### src/p4_meta_defs.svh
// shared sizing macros for the metadata path
//    stream word width, switch port count, buffer depth
//    register address width and register offsets
`ifndef P4_META_DEFS_SVH
`define P4_META_DEFS_SVH

`default_nettype none

// ----------------------------------------------------------------------------
//  stream and buffer sizing
// ----------------------------------------------------------------------------
`define P4_META_DATA_W      64
`define P4_META_NUM_PORTS   4
`define P4_META_FIFO_DEPTH  16

// ----------------------------------------------------------------------------
//  register map, word offsets on the strobe port
// ----------------------------------------------------------------------------
`define P4_REG_ADDR_W       4
`define P4_REG_CTRL_ADDR    4'h0
`define P4_REG_PORT_MAP_ADDR 4'h1
`define P4_REG_RSS_ADDR     4'h2
`define P4_REG_STATUS_ADDR  4'h3

`default_nettype wire

`endif
### src/p4_meta_pkg.sv
// stream word and metadata types for the packet metadata path
//    timestamp, port, packet id and entropy fields
//    per-packet metadata record and port map array
//    egress FSM state encoding
`default_nettype none

`include "p4_meta_defs.svh"

package p4_meta_pkg;

   // one stream word
   typedef logic [`P4_META_DATA_W-1:0] data_t;

   // free-running nanosecond time from the shell
   typedef logic [63:0] timestamp_t;

   // switch port number, 4 ports
   typedef logic [$clog2(`P4_META_NUM_PORTS)-1:0] port_t;
   typedef logic [15:0] pid_t;
   typedef logic [11:0] entropy_t;

   // programmable ingress-to-egress port table, indexed by source port
   typedef port_t [`P4_META_NUM_PORTS-1:0] port_map_t;

   // record built once per packet at sop
   typedef struct packed {
      timestamp_t timestamp_ns;
      pid_t       pid;
      port_t      ingress_port;
      port_t      egress_port;
      logic       rss_enable;
      entropy_t   rss_entropy;
   } user_metadata_t;

   // egress packet tracking
   typedef enum logic {
      idle,
      in_packet
   } egress_state_t;

endpackage

`default_nettype wire

### src/p4_reg_pkg.sv
// register map types for the metadata path
//    register address encoding
//    rss override control record
`default_nettype none

`include "p4_meta_defs.svh"

package p4_reg_pkg;

   // word addresses on the strobe register port
   typedef enum logic [`P4_REG_ADDR_W-1:0] {
      reg_ctrl     = `P4_REG_CTRL_ADDR,
      reg_port_map = `P4_REG_PORT_MAP_ADDR,
      reg_rss      = `P4_REG_RSS_ADDR,
      reg_status   = `P4_REG_STATUS_ADDR
   } reg_addr_t;

   // rss register, bit 17 override, bit 16 enable, bits 11:0 entropy
   typedef struct packed {
      logic                  override;
      logic                  enable;
      p4_meta_pkg::entropy_t entropy;
   } rss_ctrl_t;

endpackage

`default_nettype wire

### src/p4_meta_top.sv
// top level of the packet metadata path
//    register block, ingress producer, word buffer, egress consumer
`timescale 1ns/1ps
`default_nettype none

module p4_meta_top (
   input  wire logic                     core_clk,
   input  wire logic                     reset,
   input  wire p4_meta_pkg::timestamp_t  timestamp,
   // ingress stream, no stall
   input  wire logic                     in_valid,
   input  wire p4_meta_pkg::data_t       in_data,
   input  wire logic                     in_sop,
   input  wire logic                     in_eop,
   input  wire p4_meta_pkg::port_t       in_tid,
   input  wire p4_meta_pkg::pid_t        in_pid,
   // egress stream
   input  wire logic                     out_ready,
   output logic                          out_valid,
   output p4_meta_pkg::data_t            out_data,
   output logic                          out_sop,
   output logic                          out_eop,
   output p4_meta_pkg::port_t            out_tdest,
   output p4_meta_pkg::pid_t             out_pid,
   output logic                          out_rss_enable,
   output p4_meta_pkg::entropy_t         out_rss_entropy,
   // register strobes
   input  wire logic                     reg_wr,
   input  wire logic                     reg_rd,
   input  wire p4_reg_pkg::reg_addr_t    reg_addr,
   input  wire logic [31:0]              reg_wdata,
   output logic [31:0]                   reg_rdata
);
   import p4_meta_pkg::*;

   // register outputs
   logic                  enable;
   port_map_t             port_map;
   p4_reg_pkg::rss_ctrl_t rss_ctrl;

   // producer to buffer
   logic                  wr_en;
   data_t                 wr_data;
   logic                  wr_sop;
   logic                  wr_eop;
   user_metadata_t        wr_meta;

   // buffer to consumer
   logic                  rd_valid;
   data_t                 rd_data;
   logic                  rd_sop;
   logic                  rd_eop;
   user_metadata_t        rd_meta;
   logic                  rd_en;
   logic                  overflow_set;

   p4_meta_regs i_p4_meta_regs (
      .core_clk, .reset,
      .reg_wr, .reg_rd, .reg_addr, .reg_wdata, .reg_rdata,
      .overflow_set,
      .enable, .port_map, .rss_ctrl
   );

   p4_meta_ingress i_p4_meta_ingress (
      .core_clk, .reset,
      .in_valid, .in_data, .in_sop, .in_eop, .in_tid, .in_pid,
      .timestamp, .enable, .port_map,
      .wr_en, .wr_data, .wr_sop, .wr_eop, .wr_meta
   );

   p4_meta_fifo i_p4_meta_fifo (
      .core_clk, .reset,
      .wr_en, .wr_data, .wr_sop, .wr_eop, .wr_meta,
      .rd_en,
      .rd_valid, .rd_data, .rd_sop, .rd_eop, .rd_meta,
      .overflow_set
   );

   p4_meta_egress i_p4_meta_egress (
      .core_clk, .reset,
      .rd_valid, .rd_data, .rd_sop, .rd_eop, .rd_meta,
      .rss_ctrl, .out_ready, .rd_en,
      .out_valid, .out_data, .out_sop, .out_eop,
      .out_tdest, .out_pid, .out_rss_enable, .out_rss_entropy
   );

endmodule

`default_nettype wire

### src/p4_meta_egress.sv
// egress consumer for the metadata path
//    output register loaded from the buffer under ready
//    per-packet metadata latch taken at sop
//    register controlled rss override
`timescale 1ns/1ps
`default_nettype none

module p4_meta_egress (
   input  wire logic                         core_clk,
   input  wire logic                         reset,
   input  wire logic                         rd_valid,
   input  wire p4_meta_pkg::data_t           rd_data,
   input  wire logic                         rd_sop,
   input  wire logic                         rd_eop,
   input  wire p4_meta_pkg::user_metadata_t  rd_meta,
   input  wire p4_reg_pkg::rss_ctrl_t        rss_ctrl,
   input  wire logic                         out_ready,
   output logic                              rd_en,
   output logic                              out_valid,
   output p4_meta_pkg::data_t                out_data,
   output logic                              out_sop,
   output logic                              out_eop,
   output p4_meta_pkg::port_t                out_tdest,
   output p4_meta_pkg::pid_t                 out_pid,
   output logic                              out_rss_enable,
   output p4_meta_pkg::entropy_t             out_rss_entropy
);
   import p4_meta_pkg::*;
   import p4_reg_pkg::*;

   // fields presented on every word of a packet
   typedef struct packed {
      port_t    tdest;
      pid_t     pid;
      logic     rss_enable;
      entropy_t rss_entropy;
   } egress_meta_t;

   egress_state_t state;
   egress_meta_t  meta_latch;
   logic          load;

   // refill when the output slot is empty or being taken this cycle
   assign load  = rd_valid && (!out_valid || out_ready);
   assign rd_en = load;

   // ----------------------------------------------------------------------------
   //  output word register
   // ----------------------------------------------------------------------------
   always_ff @(posedge core_clk) begin
      if (reset) begin
         out_valid <= 1'b0;
      end else if (load) begin
         out_valid <= 1'b1;
      end else if (out_ready) begin
         out_valid <= 1'b0;
      end
   end

   always_ff @(posedge core_clk) begin
      if (load) begin
         out_data <= rd_data;
         out_sop  <= rd_sop;
         out_eop  <= rd_eop;
      end
   end

   // ----------------------------------------------------------------------------
   //  metadata latch, override applied once per packet
   // ----------------------------------------------------------------------------
   always_ff @(posedge core_clk) begin
      if (load && rd_sop) begin
         meta_latch.tdest <= rd_meta.egress_port;
         meta_latch.pid   <= rd_meta.pid;
         meta_latch.rss_enable  <= rss_ctrl.override ? rss_ctrl.enable : rd_meta.rss_enable;
         meta_latch.rss_entropy <= rss_ctrl.override ? rss_ctrl.entropy : rd_meta.rss_entropy;
      end
   end

   // latch changes only with a loaded sop word so fields hold under stall
   assign out_tdest       = meta_latch.tdest;
   assign out_pid         = meta_latch.pid;
   assign out_rss_enable  = meta_latch.rss_enable;
   assign out_rss_entropy = meta_latch.rss_entropy;

   // packet tracking, a stray non-sop word in idle keeps the old latch
   always_ff @(posedge core_clk) begin
      if (reset) begin
         state <= idle;
      end else if (load) begin
         case (state)
            idle:      if (rd_sop && !rd_eop) state <= in_packet;
            in_packet: if (rd_eop) state <= idle;
            default:   state <= idle;
         endcase
      end
   end

endmodule

`default_nettype wire

### src/p4_meta_fifo.sv
// word and metadata buffer between producer and consumer
//    circular storage with show-ahead read port
//    occupancy count, drop on full with overflow pulse
`timescale 1ns/1ps
`include "p4_meta_defs.svh"
`default_nettype none

module p4_meta_fifo (
   input  wire logic                         core_clk,
   input  wire logic                         reset,
   input  wire logic                         wr_en,
   input  wire p4_meta_pkg::data_t           wr_data,
   input  wire logic                         wr_sop,
   input  wire logic                         wr_eop,
   input  wire p4_meta_pkg::user_metadata_t  wr_meta,
   input  wire logic                         rd_en,
   output logic                              rd_valid,
   output p4_meta_pkg::data_t                rd_data,
   output logic                              rd_sop,
   output logic                              rd_eop,
   output p4_meta_pkg::user_metadata_t       rd_meta,
   output logic                              overflow_set
);
   import p4_meta_pkg::*;

   localparam int DEPTH = `P4_META_FIFO_DEPTH;
   localparam int AW    = $clog2(DEPTH);

   // one buffer slot, word plus its packet record
   typedef struct packed {
      data_t          data;
      logic           sop;
      logic           eop;
      user_metadata_t meta;
   } entry_t;

   entry_t        mem [DEPTH];
   logic [AW-1:0] wr_ptr;
   logic [AW-1:0] rd_ptr;
   logic [AW:0]   count;
   logic          full;
   logic          wr_ok;
   logic          rd_ok;

   assign full  = (count == (AW+1)'(DEPTH));
   assign wr_ok = wr_en && !full;
   assign rd_ok = rd_en && rd_valid;

   // show-ahead, head slot is always on the read port
   assign rd_valid = (count != '0);
   assign rd_data  = mem[rd_ptr].data;
   assign rd_sop   = mem[rd_ptr].sop;
   assign rd_eop   = mem[rd_ptr].eop;
   assign rd_meta  = mem[rd_ptr].meta;

   always_ff @(posedge core_clk) begin
      if (wr_ok) begin
         mem[wr_ptr] <= '{data: wr_data, sop: wr_sop, eop: wr_eop, meta: wr_meta};
      end
   end

   // ----------------------------------------------------------------------------
   //  pointers, count, drop detect
   // ----------------------------------------------------------------------------
   always_ff @(posedge core_clk) begin
      if (reset) begin
         wr_ptr       <= '0;
         rd_ptr       <= '0;
         count        <= '0;
         overflow_set <= 1'b0;
      end else begin
         // power-of-two depth, pointers wrap on their own
         if (wr_ok) wr_ptr <= wr_ptr + 1'b1;
         if (rd_ok) rd_ptr <= rd_ptr + 1'b1;
         count        <= count + (AW+1)'(wr_ok) - (AW+1)'(rd_ok);
         // one pulse per dropped word
         overflow_set <= wr_en && full;
      end
   end

endmodule

`default_nettype wire

### src/p4_meta_ingress.sv
// ingress producer for the metadata path
//    registers accepted stream words
//    builds the per-packet metadata record on sop words
//    port map lookup and rss entropy hash
`timescale 1ns/1ps
`default_nettype none

module p4_meta_ingress (
   input  wire logic                         core_clk,
   input  wire logic                         reset,
   input  wire logic                         in_valid,
   input  wire p4_meta_pkg::data_t           in_data,
   input  wire logic                         in_sop,
   input  wire logic                         in_eop,
   input  wire p4_meta_pkg::port_t           in_tid,
   input  wire p4_meta_pkg::pid_t            in_pid,
   input  wire p4_meta_pkg::timestamp_t      timestamp,
   input  wire logic                         enable,
   input  wire p4_meta_pkg::port_map_t       port_map,
   output logic                              wr_en,
   output p4_meta_pkg::data_t                wr_data,
   output logic                              wr_sop,
   output logic                              wr_eop,
   output p4_meta_pkg::user_metadata_t       wr_meta
);
   import p4_meta_pkg::*;

   user_metadata_t meta_new;
   logic           accept;

   // no stall on ingress, every valid word is taken unless disabled
   assign accept = in_valid && enable;

   // ----------------------------------------------------------------------------
   //  metadata for the packet starting on this word
   // ----------------------------------------------------------------------------
   always_comb begin
      meta_new.timestamp_ns = timestamp;
      meta_new.pid          = in_pid;
      meta_new.ingress_port = in_tid;
      // programmable forwarding in place of the p4 engine
      meta_new.egress_port  = port_map[in_tid];
      meta_new.rss_enable   = 1'b1;
      // simple hash, low pid bits folded with the source port
      meta_new.rss_entropy  = in_pid[11:0] ^ entropy_t'(in_tid);
   end

   // word valid, cleared by reset
   always_ff @(posedge core_clk) begin
      if (reset) begin
         wr_en <= 1'b0;
      end else begin
         wr_en <= accept;
      end
   end

   // ----------------------------------------------------------------------------
   //  word and record registers
   // ----------------------------------------------------------------------------
   always_ff @(posedge core_clk) begin
      if (accept) begin
         wr_data <= in_data;
         wr_sop  <= in_sop;
         wr_eop  <= in_eop;
         // mid-packet words keep the record of their packet
         if (in_sop) begin
            wr_meta <= meta_new;
         end
      end
   end

endmodule

`default_nettype wire

### src/p4_meta_regs.sv
// control and status registers on a plain strobe port
//    global enable, port map, rss override control
//    sticky overflow status, write 1 to clear
`timescale 1ns/1ps
`default_nettype none

module p4_meta_regs (
   input  wire logic                    core_clk,
   input  wire logic                    reset,
   input  wire logic                    reg_wr,
   input  wire logic                    reg_rd,
   input  wire p4_reg_pkg::reg_addr_t   reg_addr,
   input  wire logic [31:0]             reg_wdata,
   input  wire logic                    overflow_set,
   output logic [31:0]                  reg_rdata,
   output logic                         enable,
   output p4_meta_pkg::port_map_t       port_map,
   output p4_reg_pkg::rss_ctrl_t        rss_ctrl
);
   import p4_meta_pkg::*;
   import p4_reg_pkg::*;

   logic overflow;

   // ----------------------------------------------------------------------------
   //  write side
   // ----------------------------------------------------------------------------
   always_ff @(posedge core_clk) begin
      if (reset) begin
         enable   <= 1'b1;
         rss_ctrl <= '0;
         overflow <= 1'b0;
         // identity map, each port forwards to itself
         for (int i = 0; i < $size(port_map); i++) begin
            port_map[i] <= port_t'(i);
         end
      end else begin
         if (reg_wr) begin
            case (reg_addr)
               reg_ctrl:     enable   <= reg_wdata[0];
               reg_port_map: port_map <= reg_wdata[$bits(port_map_t)-1:0];
               reg_rss:      rss_ctrl <= '{override: reg_wdata[17],
                                           enable:   reg_wdata[16],
                                           entropy:  reg_wdata[11:0]};
               // w1c on the sticky flag
               reg_status:   if (reg_wdata[0]) overflow <= 1'b0;
               default: ;
            endcase
         end
         // a new drop wins over a clear in the same cycle
         if (overflow_set) begin
            overflow <= 1'b1;
         end
      end
   end

   // ----------------------------------------------------------------------------
   //  read side, one cycle latency, held until next read
   // ----------------------------------------------------------------------------
   always_ff @(posedge core_clk) begin
      if (reset) begin
         reg_rdata <= '0;
      end else if (reg_rd) begin
         case (reg_addr)
            reg_ctrl:     reg_rdata <= {31'b0, enable};
            reg_port_map: reg_rdata <= 32'(port_map);
            reg_rss:      reg_rdata <= {14'b0, rss_ctrl.override, rss_ctrl.enable,
                                        4'b0, rss_ctrl.entropy};
            reg_status:   reg_rdata <= {31'b0, overflow};
            // unmapped offsets read as zero
            default:      reg_rdata <= '0;
         endcase
      end
   end

endmodule

`default_nettype wire

### config.mk
export PLATFORM = sky130hd
export DESIGN_NAME = p4_meta_top
export DESIGN_NICKNAME = d
export VERILOG_FILES = /design/src/p4_meta_pkg.sv /design/src/p4_reg_pkg.sv /design/src/p4_meta_top.sv /design/src/p4_meta_egress.sv /design/src/p4_meta_fifo.sv /design/src/p4_meta_ingress.sv /design/src/p4_meta_regs.sv
export VERILOG_INCLUDE_DIRS = /design/src
export SDC_FILE = /design/constraint.sdc
export NUM_CORES = 1
export LEC_CHECK = 0
export BUFFER_PORTS_ARGS = -buffer_cell sky130_fd_sc_hd__buf_2
export CAP_MARGIN = 20
export CORE_AREA = 2 2 525 527
export CTS_BUF_LIST = sky130_fd_sc_hd__clkbuf_8
export CTS_CLUSTER_SIZE = 24
export DETAILED_ROUTE_END_ITERATION = 8
export DIE_AREA = 0 0 527 529
export PLACE_DENSITY = 0.67
export REMOVE_ABC_BUFFERS = 1
export SYNTH_ARGS = -nofsm -noshare
export SYNTH_HDL_FRONTEND = slang
export SYNTH_HIERARCHICAL = 1
export SYNTH_SLANG_ARGS = --single-unit
### constraint.sdc
create_clock -name core_clk -period 19.8 [get_ports core_clk]
set_input_delay 0 -clock core_clk [delete_from_list [all_inputs] [get_ports core_clk]]
set_output_delay 0 -clock core_clk [all_outputs]
set_load 0.05 [all_outputs]
==> impl_results.rst, run 1 <==
.. list-table::
   :header-rows: 1

   * - Metric
     - Value
   * - Uppermost signal routing layer after detailed routing
     - met5
   * - Total of endpoints with negative setup slack in the final report
     - 0
   * - Fillers
     - ~26000
   * - Placed cell areas
     - 0.0724 mm²
   * - Root cell of the clock tree
     - clkbuf_8
   * - Launching element type of the critical path
     - flip-flop
   * - Worst clock skew
     - 0.0775 ns
   * - Ports
     - 320
   * - Pin count of the biggest net entering global routing
     - about 110
   * - Post-synthesis area per instance
     - around 21 µm²
   * - Width of the chip
     - 527 µm
   * - Number of optimization iterations in the first detailed-route pass
     - 5
   * - Hold wc startpoint
     - in_pid[1]
   * - Max_slew headroom
     - between 20% and 30%
   * - Netlist area before placement
     - about 0.067 mm²
   * - Starting DRC count in detailed routing
     - 3318
   * - Post-route setup slack
     - around 15 ns
   * - Power density relative to cell area
     - 119 mW/mm²
   * - Switching power total
     - between 2 and 3 mW
   * - Crit-path most repeated cell
     - buf_4
   * - Endpoint of the worst register-to-register path
     - i_p4_meta_egress/out_rss_entropy[11]
   * - Highest attainable clock frequency
     - 0.224 GHz
   * - Worst setup path endpoint
     - i_p4_meta_egress/out_rss_entropy[11]
   * - Maximum count of clock buffers along a single path
     - 4
   * - Chip height
     - 529 µm
   * - VDD IR-drop max
     - 0.0773 mV
   * - Run status
     - finished clean
   * - Max-slew violation total from the final report
     - 0
   * - Number of warning messages in the yosys log
     - 6
   * - Final design instance area without fill
     - 0.0801 mm²
   * - Area of the die
     - 0.279 mm²
   * - Depth of the worst register-to-register path
     - 6
   * - Count of standard-cell rows
     - 192
   * - Placed cell count
     - 6785
   * - Area growth from synthesis to layout
     - 18.9%
   * - Fraction of power consumed by combinational cells
     - ~21%
   * - Congestion Overflow GR
     - 0
   * - Global-route wire length before repair
     - 243000 µm
   * - Wire per inst
     - 22.8 µm
   * - Reg-to-reg slack, setup
     - 15.33 ns
   * - Wire length the detailed router placed on met1
     - 69200 µm
   * - Slowest cell on crit path
     - dfxtp_4
   * - Number of hold-slack violations in the final timing report
     - 0
   * - Switching part of the total power
     - 29.9%
   * - Clock latency reported for the late side of the worst-skew pair
     - 0.92 ns
   * - Detailed placement HPWL
     - around 85000 µm
   * - Max-capacitance violation count
     - 0
   * - Count of nets left with antenna violations after detail routing
     - 0
   * - Post_cts resized
     - 0
   * - Post-route non-filler standard cell count
     - 7537
   * - Crit share post-route
     - 22.6%
   * - RSZ-0062 raised after global routing
     - false
   * - Vias per inst
     - 4.46
   * - Total DRC errors in the routed layout
     - 0
   * - Layout cell share with drive strength beyond 1
     - 25.7%
   * - Vias after detailed routing
     - roughly 34000
   * - Min-delay worst type
     - input port to flip-flop
   * - Maximum level of the CTS H-tree
     - 5
   * - Post-route setup TNS
     - 0 ns
   * - Total Routing Usage GR
     - about an eighth
   * - Standby leakage power
     - 25.2 nW
   * - Worst Path Required
     - 20.47 ns
   * - Largest stage delay, worst path
     - 0.95 ns
   * - Number of standard cells after synthesis
     - 3148
   * - Clock net sink count
     - 1793
   * - Number of antenna violations at the first check in global routing
     - 11
   * - Met2 layer wire length in the routed design
     - ~86000 µm
   * - Worst-margin pin slew
     - 1.10 ns
   * - Number of I/O port buffers
     - 219
   * - Instance count along the most critical hold path
     - 3
   * - Initial Utilization
     - 24.7%
   * - WL final
     - 172000 µm
   * - Kind of capture point of the worst setup path
     - flip-flop
   * - Crit path DAT
     - 5.14 ns
   * - Clock-pin slew reported for the worst setup and hold paths after clock tree synthesis
     - 0.06 ns
   * - Clock group share of total power
     - between 30% and 40%
   * - CP max FO
     - 48
   * - TritonCTS clock tree
     - built
   * - Sequential cell fraction of total power
     - 48.1%
   * - Placeable Area
     - 0.273 mm²
   * - Vias in the first global route
     - 35100
   * - Clock buffer count from CTS
     - 293
   * - Fin nets
     - 3937
   * - Tmin final
     - 4.47 ns
   * - CP cell instances
     - buf_4 -> buf_4 -> mux4_2 -> a22oi_1 -> nand2_1 -> mux2_2
   * - Setup WS pre-CTS
     - 15.14 ns
   * - Final Wtd Congestion
     - 0.727
   * - Worst setup path class
     - flip-flop to flip-flop
   * - Cell internal power dissipation
     - 6.65 mW
   * - Total met3 wirelength after detailed routing
     - 12100 µm
==> how the worst min path moves through the flow <==
| stage | slack [ns] | to |
|---|---|---|
| floorplan | 0.07 | i_p4_meta_fifo/count[1] |
| finish | 0.07 | i_p4_meta_ingress/wr_meta[1] |
| CTS | 0.006 | i_p4_meta_ingress/wr_meta[1] |
| global route | 0.03 | i_p4_meta_ingress/wr_meta[1] |
| global placement | 0.18 | i_p4_meta_ingress/wr_data[35] |
| detailed placement | 0.18 | i_p4_meta_ingress/wr_data[21] |
==> final cells by class <==
type	instances	area, µm²	area share [%]
sequential	1793	53300	66.5
multi-input combinational	1098	12800	16.0
tap	3589	4490	5.61
clock buffer	302	4160	5.19
timing repair buffer	531	4150	5.19
clock inverter	200	1100	1.37
inverter	18	67.6	0.0844
antenna	6	15.0	0.0187
==> worst max-delay path: cells and delay by family, from the launching register on <==
| family | cells | cell delay [ns] |
|---|---|---|
| multiplexers | 2 | 0.98 |
| flip-flops | 1 | 0.95 |
| AND/OR/NAND/NOR | 1 | 0.31 |
| buffers and inverters | 2 | 1.58 |
| AO/OA/AOI/OAI | 1 | 0.24 |
==> per-layer routing <==
metal	GRT usage, %	vias up
met5	0	-
met4	3.83	2
met3	2.38	294
met2	20.3	1407
met1	15.2	17800
li1	-	14100
==> power groups by stage <==
stage / clock (mW) / combinational [mW] / sequential, mW
global placement: 0 / 1.95 / 4.65
CTS: 3.05 / 2.01 / 4.58
global route: 3.22 / 2.10 / 4.59
floorplan: 0 / 1.48 / 5.13
finish: 2.97 / 1.97 / 4.57
detailed placement: 0 / 1.97 / 4.65
==> metrics by stage <==
stage | util [%] | hold WS, ns | total power [mW]
after floorplan | - | 0.0667 | 6.61
after global placement | 26.5 | 0.176 | 6.60
after detailed placement | 26.5 | 0.178 | 6.62
after CTS | 29.3 | 0.00561 | 9.64
after global routing | 29.3 | 0.0307 | 9.91
final | 29.3 | 0.0687 | 9.50
==> cells in the final DEF, fill, tap and decap left out, types with 8 or more instances in the layout <==
cell              n
mux2_4           10
a211oi_1         20
a22oi_1         186
ha_1             11
buf_2           219
o22ai_1          17
o21ai_1          11
buf_4            61
edfxtp_1       1735
nor2_4            8
dlygate4sd3_1   243
clkbuf_8        302
dfxtp_1          54
nor2_1           16
clkinv_1         57
nand2_1          91
mux2i_1         160
a21oi_1          59
inv_1           102
mux4_2          314
and3b_1          15
clkinv_2         31
nor2b_1          17
o21ai_0          16
nand3_1          54
conb_1           19
==> sequential cells by signal, summed over array words and instances (netlist names), named ones only <==
name                              cells
i_p4_meta_ingress/wr_data            64
i_p4_meta_regs/rss_ctrl              14
i_p4_meta_ingress/wr_sop              1
i_p4_meta_regs/reg_rdata             14
i_p4_meta_egress/out_rss_entropy     12
i_p4_meta_ingress/wr_meta            20
i_p4_meta_egress/out_data            64
i_p4_meta_fifo/overflow_set           1
i_p4_meta_fifo/count                  5
i_p4_meta_egress/out_rss_enable       1
i_p4_meta_regs/overflow               1
i_p4_meta_egress/out_sop              1
i_p4_meta_regs/enable                 1
i_p4_meta_ingress/wr_eop              1
i_p4_meta_egress/out_eop              1
i_p4_meta_ingress/wr_en               1
i_p4_meta_egress/out_pid             16
i_p4_meta_egress/out_valid            1
i_p4_meta_regs/port_map               8
i_p4_meta_fifo/mem                 1552
i_p4_meta_egress/out_tdest            2
i_p4_meta_fifo/wr_ptr                 4
i_p4_meta_fifo/rd_ptr                 4
==> timing repair <==
item	CTS	global route
hold buffers	243	0
setup buffers	0	0
hold endpoints to repair	207	0
No activity file was read; power rests on OpenSTA's default activity.
==> run 2, diff against run 1 <==
--- a/config.mk
+++ b/config.mk
@@ -13,7 +13,7 @@
 export CTS_CLUSTER_SIZE = 24
 export DETAILED_ROUTE_END_ITERATION = 8
 export DIE_AREA = 0 0 527 529
-export PLACE_DENSITY = 0.67
+export PLACE_DENSITY = 0.69
 export REMOVE_ABC_BUFFERS = 1
 export SYNTH_ARGS = -nofsm -noshare
 export SYNTH_HDL_FRONTEND = slang
==> constraint.sdc (replaced) <==
create_clock -name core_clk -period 4 [get_ports core_clk]
set_input_delay 0 -clock core_clk [delete_from_list [all_inputs] [get_ports core_clk]]
set_output_delay 0 -clock core_clk [all_outputs]
set_load 0.05 [all_outputs]
==> run 2 against run 1 <==
Against the previous run:
- sequential power grew to 4.9 times the previous value
- setup slack got worse by 15 ns
- count of clock-buffer cells in the layout is 9 lower
- final cell count fell by 0.24%
- utilization rose by 0.092 points
- total power grew to 4.9 times the previous value
- hold slack improved by 0.043 ns
- via count is 0.51% lower
- register-to-register slack got worse by 15 ns
- clock power grew to 4.8 times the previous value
==> impl_results.rst, run 2 (synthesis results as in run 1) <==
.. list-table::
   :header-rows: 1

   * - Metric
     - Value
   * - Congestion Overflow GR
     - 0
   * - Count of nets left with antenna violations after detail routing
     - 0
   * - VDD IR-drop max
     - 0.454 mV
   * - Most flop-heavy register
     - i_p4_meta_fifo/mem
   * - Instance count along the most critical hold path
     - 4
   * - Number of optimization iterations in the first detailed-route pass
     - 5
   * - Max-capacitance violation count
     - 0
   * - Total DRC errors in the routed layout
     - 0
   * - Leading cell types in the layout, fill and taps excluded
     - edfxtp_1 (1735), mux4_2 (314), clkbuf_8 (293)
   * - Worst hold slack after final layout
     - 0.112 ns
   * - Footprint of the multi-input gates
     - 0.0128 mm²
   * - Total Routing Usage GR
     - 11.4%
   * - Fillers
     - 26400
   * - CP max FO
     - 7
   * - Clock net sink count
     - 1793
   * - Hold wc startpoint
     - out_ready
   * - Starting DRC count in detailed routing
     - 3472
   * - Post-route setup slack
     - around 0.75 ns
   * - Crit share post-route
     - 81.2%
   * - Setup fix buffers added after clock tree synthesis
     - 0
   * - Run status
     - finished clean
   * - TritonCTS clock tree
     - built
   * - Most frequent standard cell in the layout excluding fill and tap cells
     - edfxtp_1
   * - Standby leakage power
     - 25.3 nW
   * - WL final
     - 164000 µm
   * - Worst-margin pin slew
     - 1.08 ns
   * - Vias per inst
     - 4.45
   * - Area growth from synthesis to layout
     - 19.2%
   * - Crit path DAT
     - 3.93 ns
   * - Max_slew headroom
     - 27.7%
   * - Placed cell count
     - 6801
   * - Kind of capture point of the worst setup path
     - flip-flop
   * - Clock-pin slew reported for the worst setup and hold paths after clock tree synthesis
     - 0.06 ns
   * - Reg-to-reg slack, setup
     - 0.75 ns
   * - Hold worst-path end
     - i_p4_meta_egress/out_valid
   * - Layout cell share with drive strength beyond 1
     - 25.6%
   * - Depth of the worst register-to-register path
     - 15
   * - Root cell of the clock tree
     - clkbuf_8
   * - Worst reg2reg startpoint
     - i_p4_meta_fifo/count[3]
   * - Final Wtd Congestion
     - around 0.75
   * - Clock latency reported for the late side of the worst-skew pair
     - 0.90 ns
   * - Detailed placement HPWL
     - 87800 µm
   * - Clock buffer count from CTS
     - between 200 and 300
   * - Worst setup path class
     - flip-flop to flip-flop
   * - Total power
     - 46.8 mW
   * - Post-route setup TNS
     - 0 ns
   * - Launching element type of the critical path
     - flip-flop
   * - Number of antenna violations at the first check in global routing
     - 24
   * - Highest attainable clock frequency
     - 0.308 GHz
   * - Maximum count of clock buffers along a single path
     - 4
   * - Placed cell areas
     - ~0.073 mm²
   * - Initial Utilization
     - between 20% and 30%
   * - Endpoint of the worst register-to-register path
     - i_p4_meta_fifo/count[4]
   * - Post-route non-filler standard cell count
     - 7519
   * - Post-layout utilization of the core
     - 29.4%
   * - Number of hold-slack violations in the final timing report
     - 0
   * - Worst clock skew
     - around 0.07 ns
   * - Leading registers by flop count
     - i_p4_meta_fifo/mem: 1552 flops, i_p4_meta_egress/out_data: 64 flops, i_p4_meta_ingress/wr_data: 64 flops
   * - Power density relative to cell area
     - 583 mW/mm²
   * - Maximum level of the CTS H-tree
     - 5
   * - Ports
     - 320
   * - Post_cts resized
     - 0
   * - Wire per inst
     - 21.8 µm
   * - Flip-flop count of the largest register, all copies and words added
     - 1552
   * - Number of I/O port buffers
     - between 200 and 250
   * - Min-delay worst type
     - input port to flip-flop
   * - Pin count of the biggest net entering global routing
     - 98
   * - RSZ-0062 raised after global routing
     - false
   * - Area of the die
     - around 0.28 mm²
   * - Vias in the first global route
     - 34700
   * - Setup WS pre-CTS
     - 0.814 ns
   * - Count of standard-cell rows
     - 192
   * - Width of the chip
     - about 530 µm
   * - Tmin final
     - 3.25 ns
   * - Final design instance area without fill
     - 0.0803 mm²
   * - Vias after detailed routing
     - 33500
   * - Placeable Area
     - 0.273 mm²
   * - Global-route wire length before repair
     - 236000 µm
   * - Register cell area after layout
     - 0.0533 mm²
   * - Fin nets
     - 3929
   * - Total of endpoints with negative setup slack in the final report
     - 0
   * - Worst Path Required
     - 4.69 ns
   * - Chip height
     - 529 µm
   * - Max-slew violation total from the final report
     - 0
==> run 2: cell count changes in the layout (fill, tap and decap cells not counted), moves of 3 or more <==
cell / before / now
inv_6: 7 / 4
buf_12: 7 / 43
dlygate4sd3_1: 243 / 229
clkinv_1: 57 / 46
buf_4: 61 / 41
clkbuf_8: 302 / 293
inv_1: 102 / 118
clkinv_2: 31 / 17
==> run 2: final cells by class <==
cell class	count	share of cell area (%)
Sequential cell	1793	66.3
Clock inverter	190	1.30
Clock buffer	293	5.02
Antenna cell	5	0.0156
Timing Repair Buffer	533	5.71
Tap cell	3589	5.59
Multi-Input combinational cell	1098	16.0
Inverter	18	0.0841
==> run 2: worst max-delay path by stage <==
stage               depth (start not counted)                                   to               startpoint
floorplan                                   5  i_p4_meta_egress/out_rss_entropy[3]                flip-flop
global placement                           15              i_p4_meta_fifo/count[4]  i_p4_meta_fifo/count[3]
detailed placement                         15              i_p4_meta_fifo/count[4]  i_p4_meta_fifo/count[2]
CTS                                        15              i_p4_meta_fifo/count[4]  i_p4_meta_fifo/count[3]
global route                               15              i_p4_meta_fifo/count[4]  i_p4_meta_fifo/count[2]
finish                                     15              i_p4_meta_fifo/count[4]  i_p4_meta_fifo/count[3]
==> run 2: worst max-delay path, cell delays in order, from the launching register on <==
cell and delay [ns]:
dfxtp_1 0.32, inv_1 0.08, ha_1 0.18, or4b_1 0.59
and2_4 0.21, nand2_1 0.10, inv_1 0.07, ha_1 0.28
inv_1 0.06, ha_1 0.16, inv_1 0.07, fa_1 0.43
nor2b_1 0.19, o21bai_1 0.12, a21oi_1 0.17, nor3b_1 0.07
==> run 2: power by group <==
group | switching, mW | leakage [nW] | internal, mW
Sequential | 0.873 | 16.2 | 21.7
Combinational | 6.05 | 6.11 | 3.85
Clock | 7.03 | 2.95 | 7.27
==> run 2: timing repair <==
item | in CTS | in global routing
hold buffers | 229 | 0
endpoints found under the setup margin | 0 | 0
endpoints found under the hold margin | 182 | 0
==> run 2: metal layers <==
metal	track usage (%)	routed length (µm)
met5	0	24
met4	3.70	4790
met3	2.13	11600
met2	19.2	81000
met1	14.9	66800
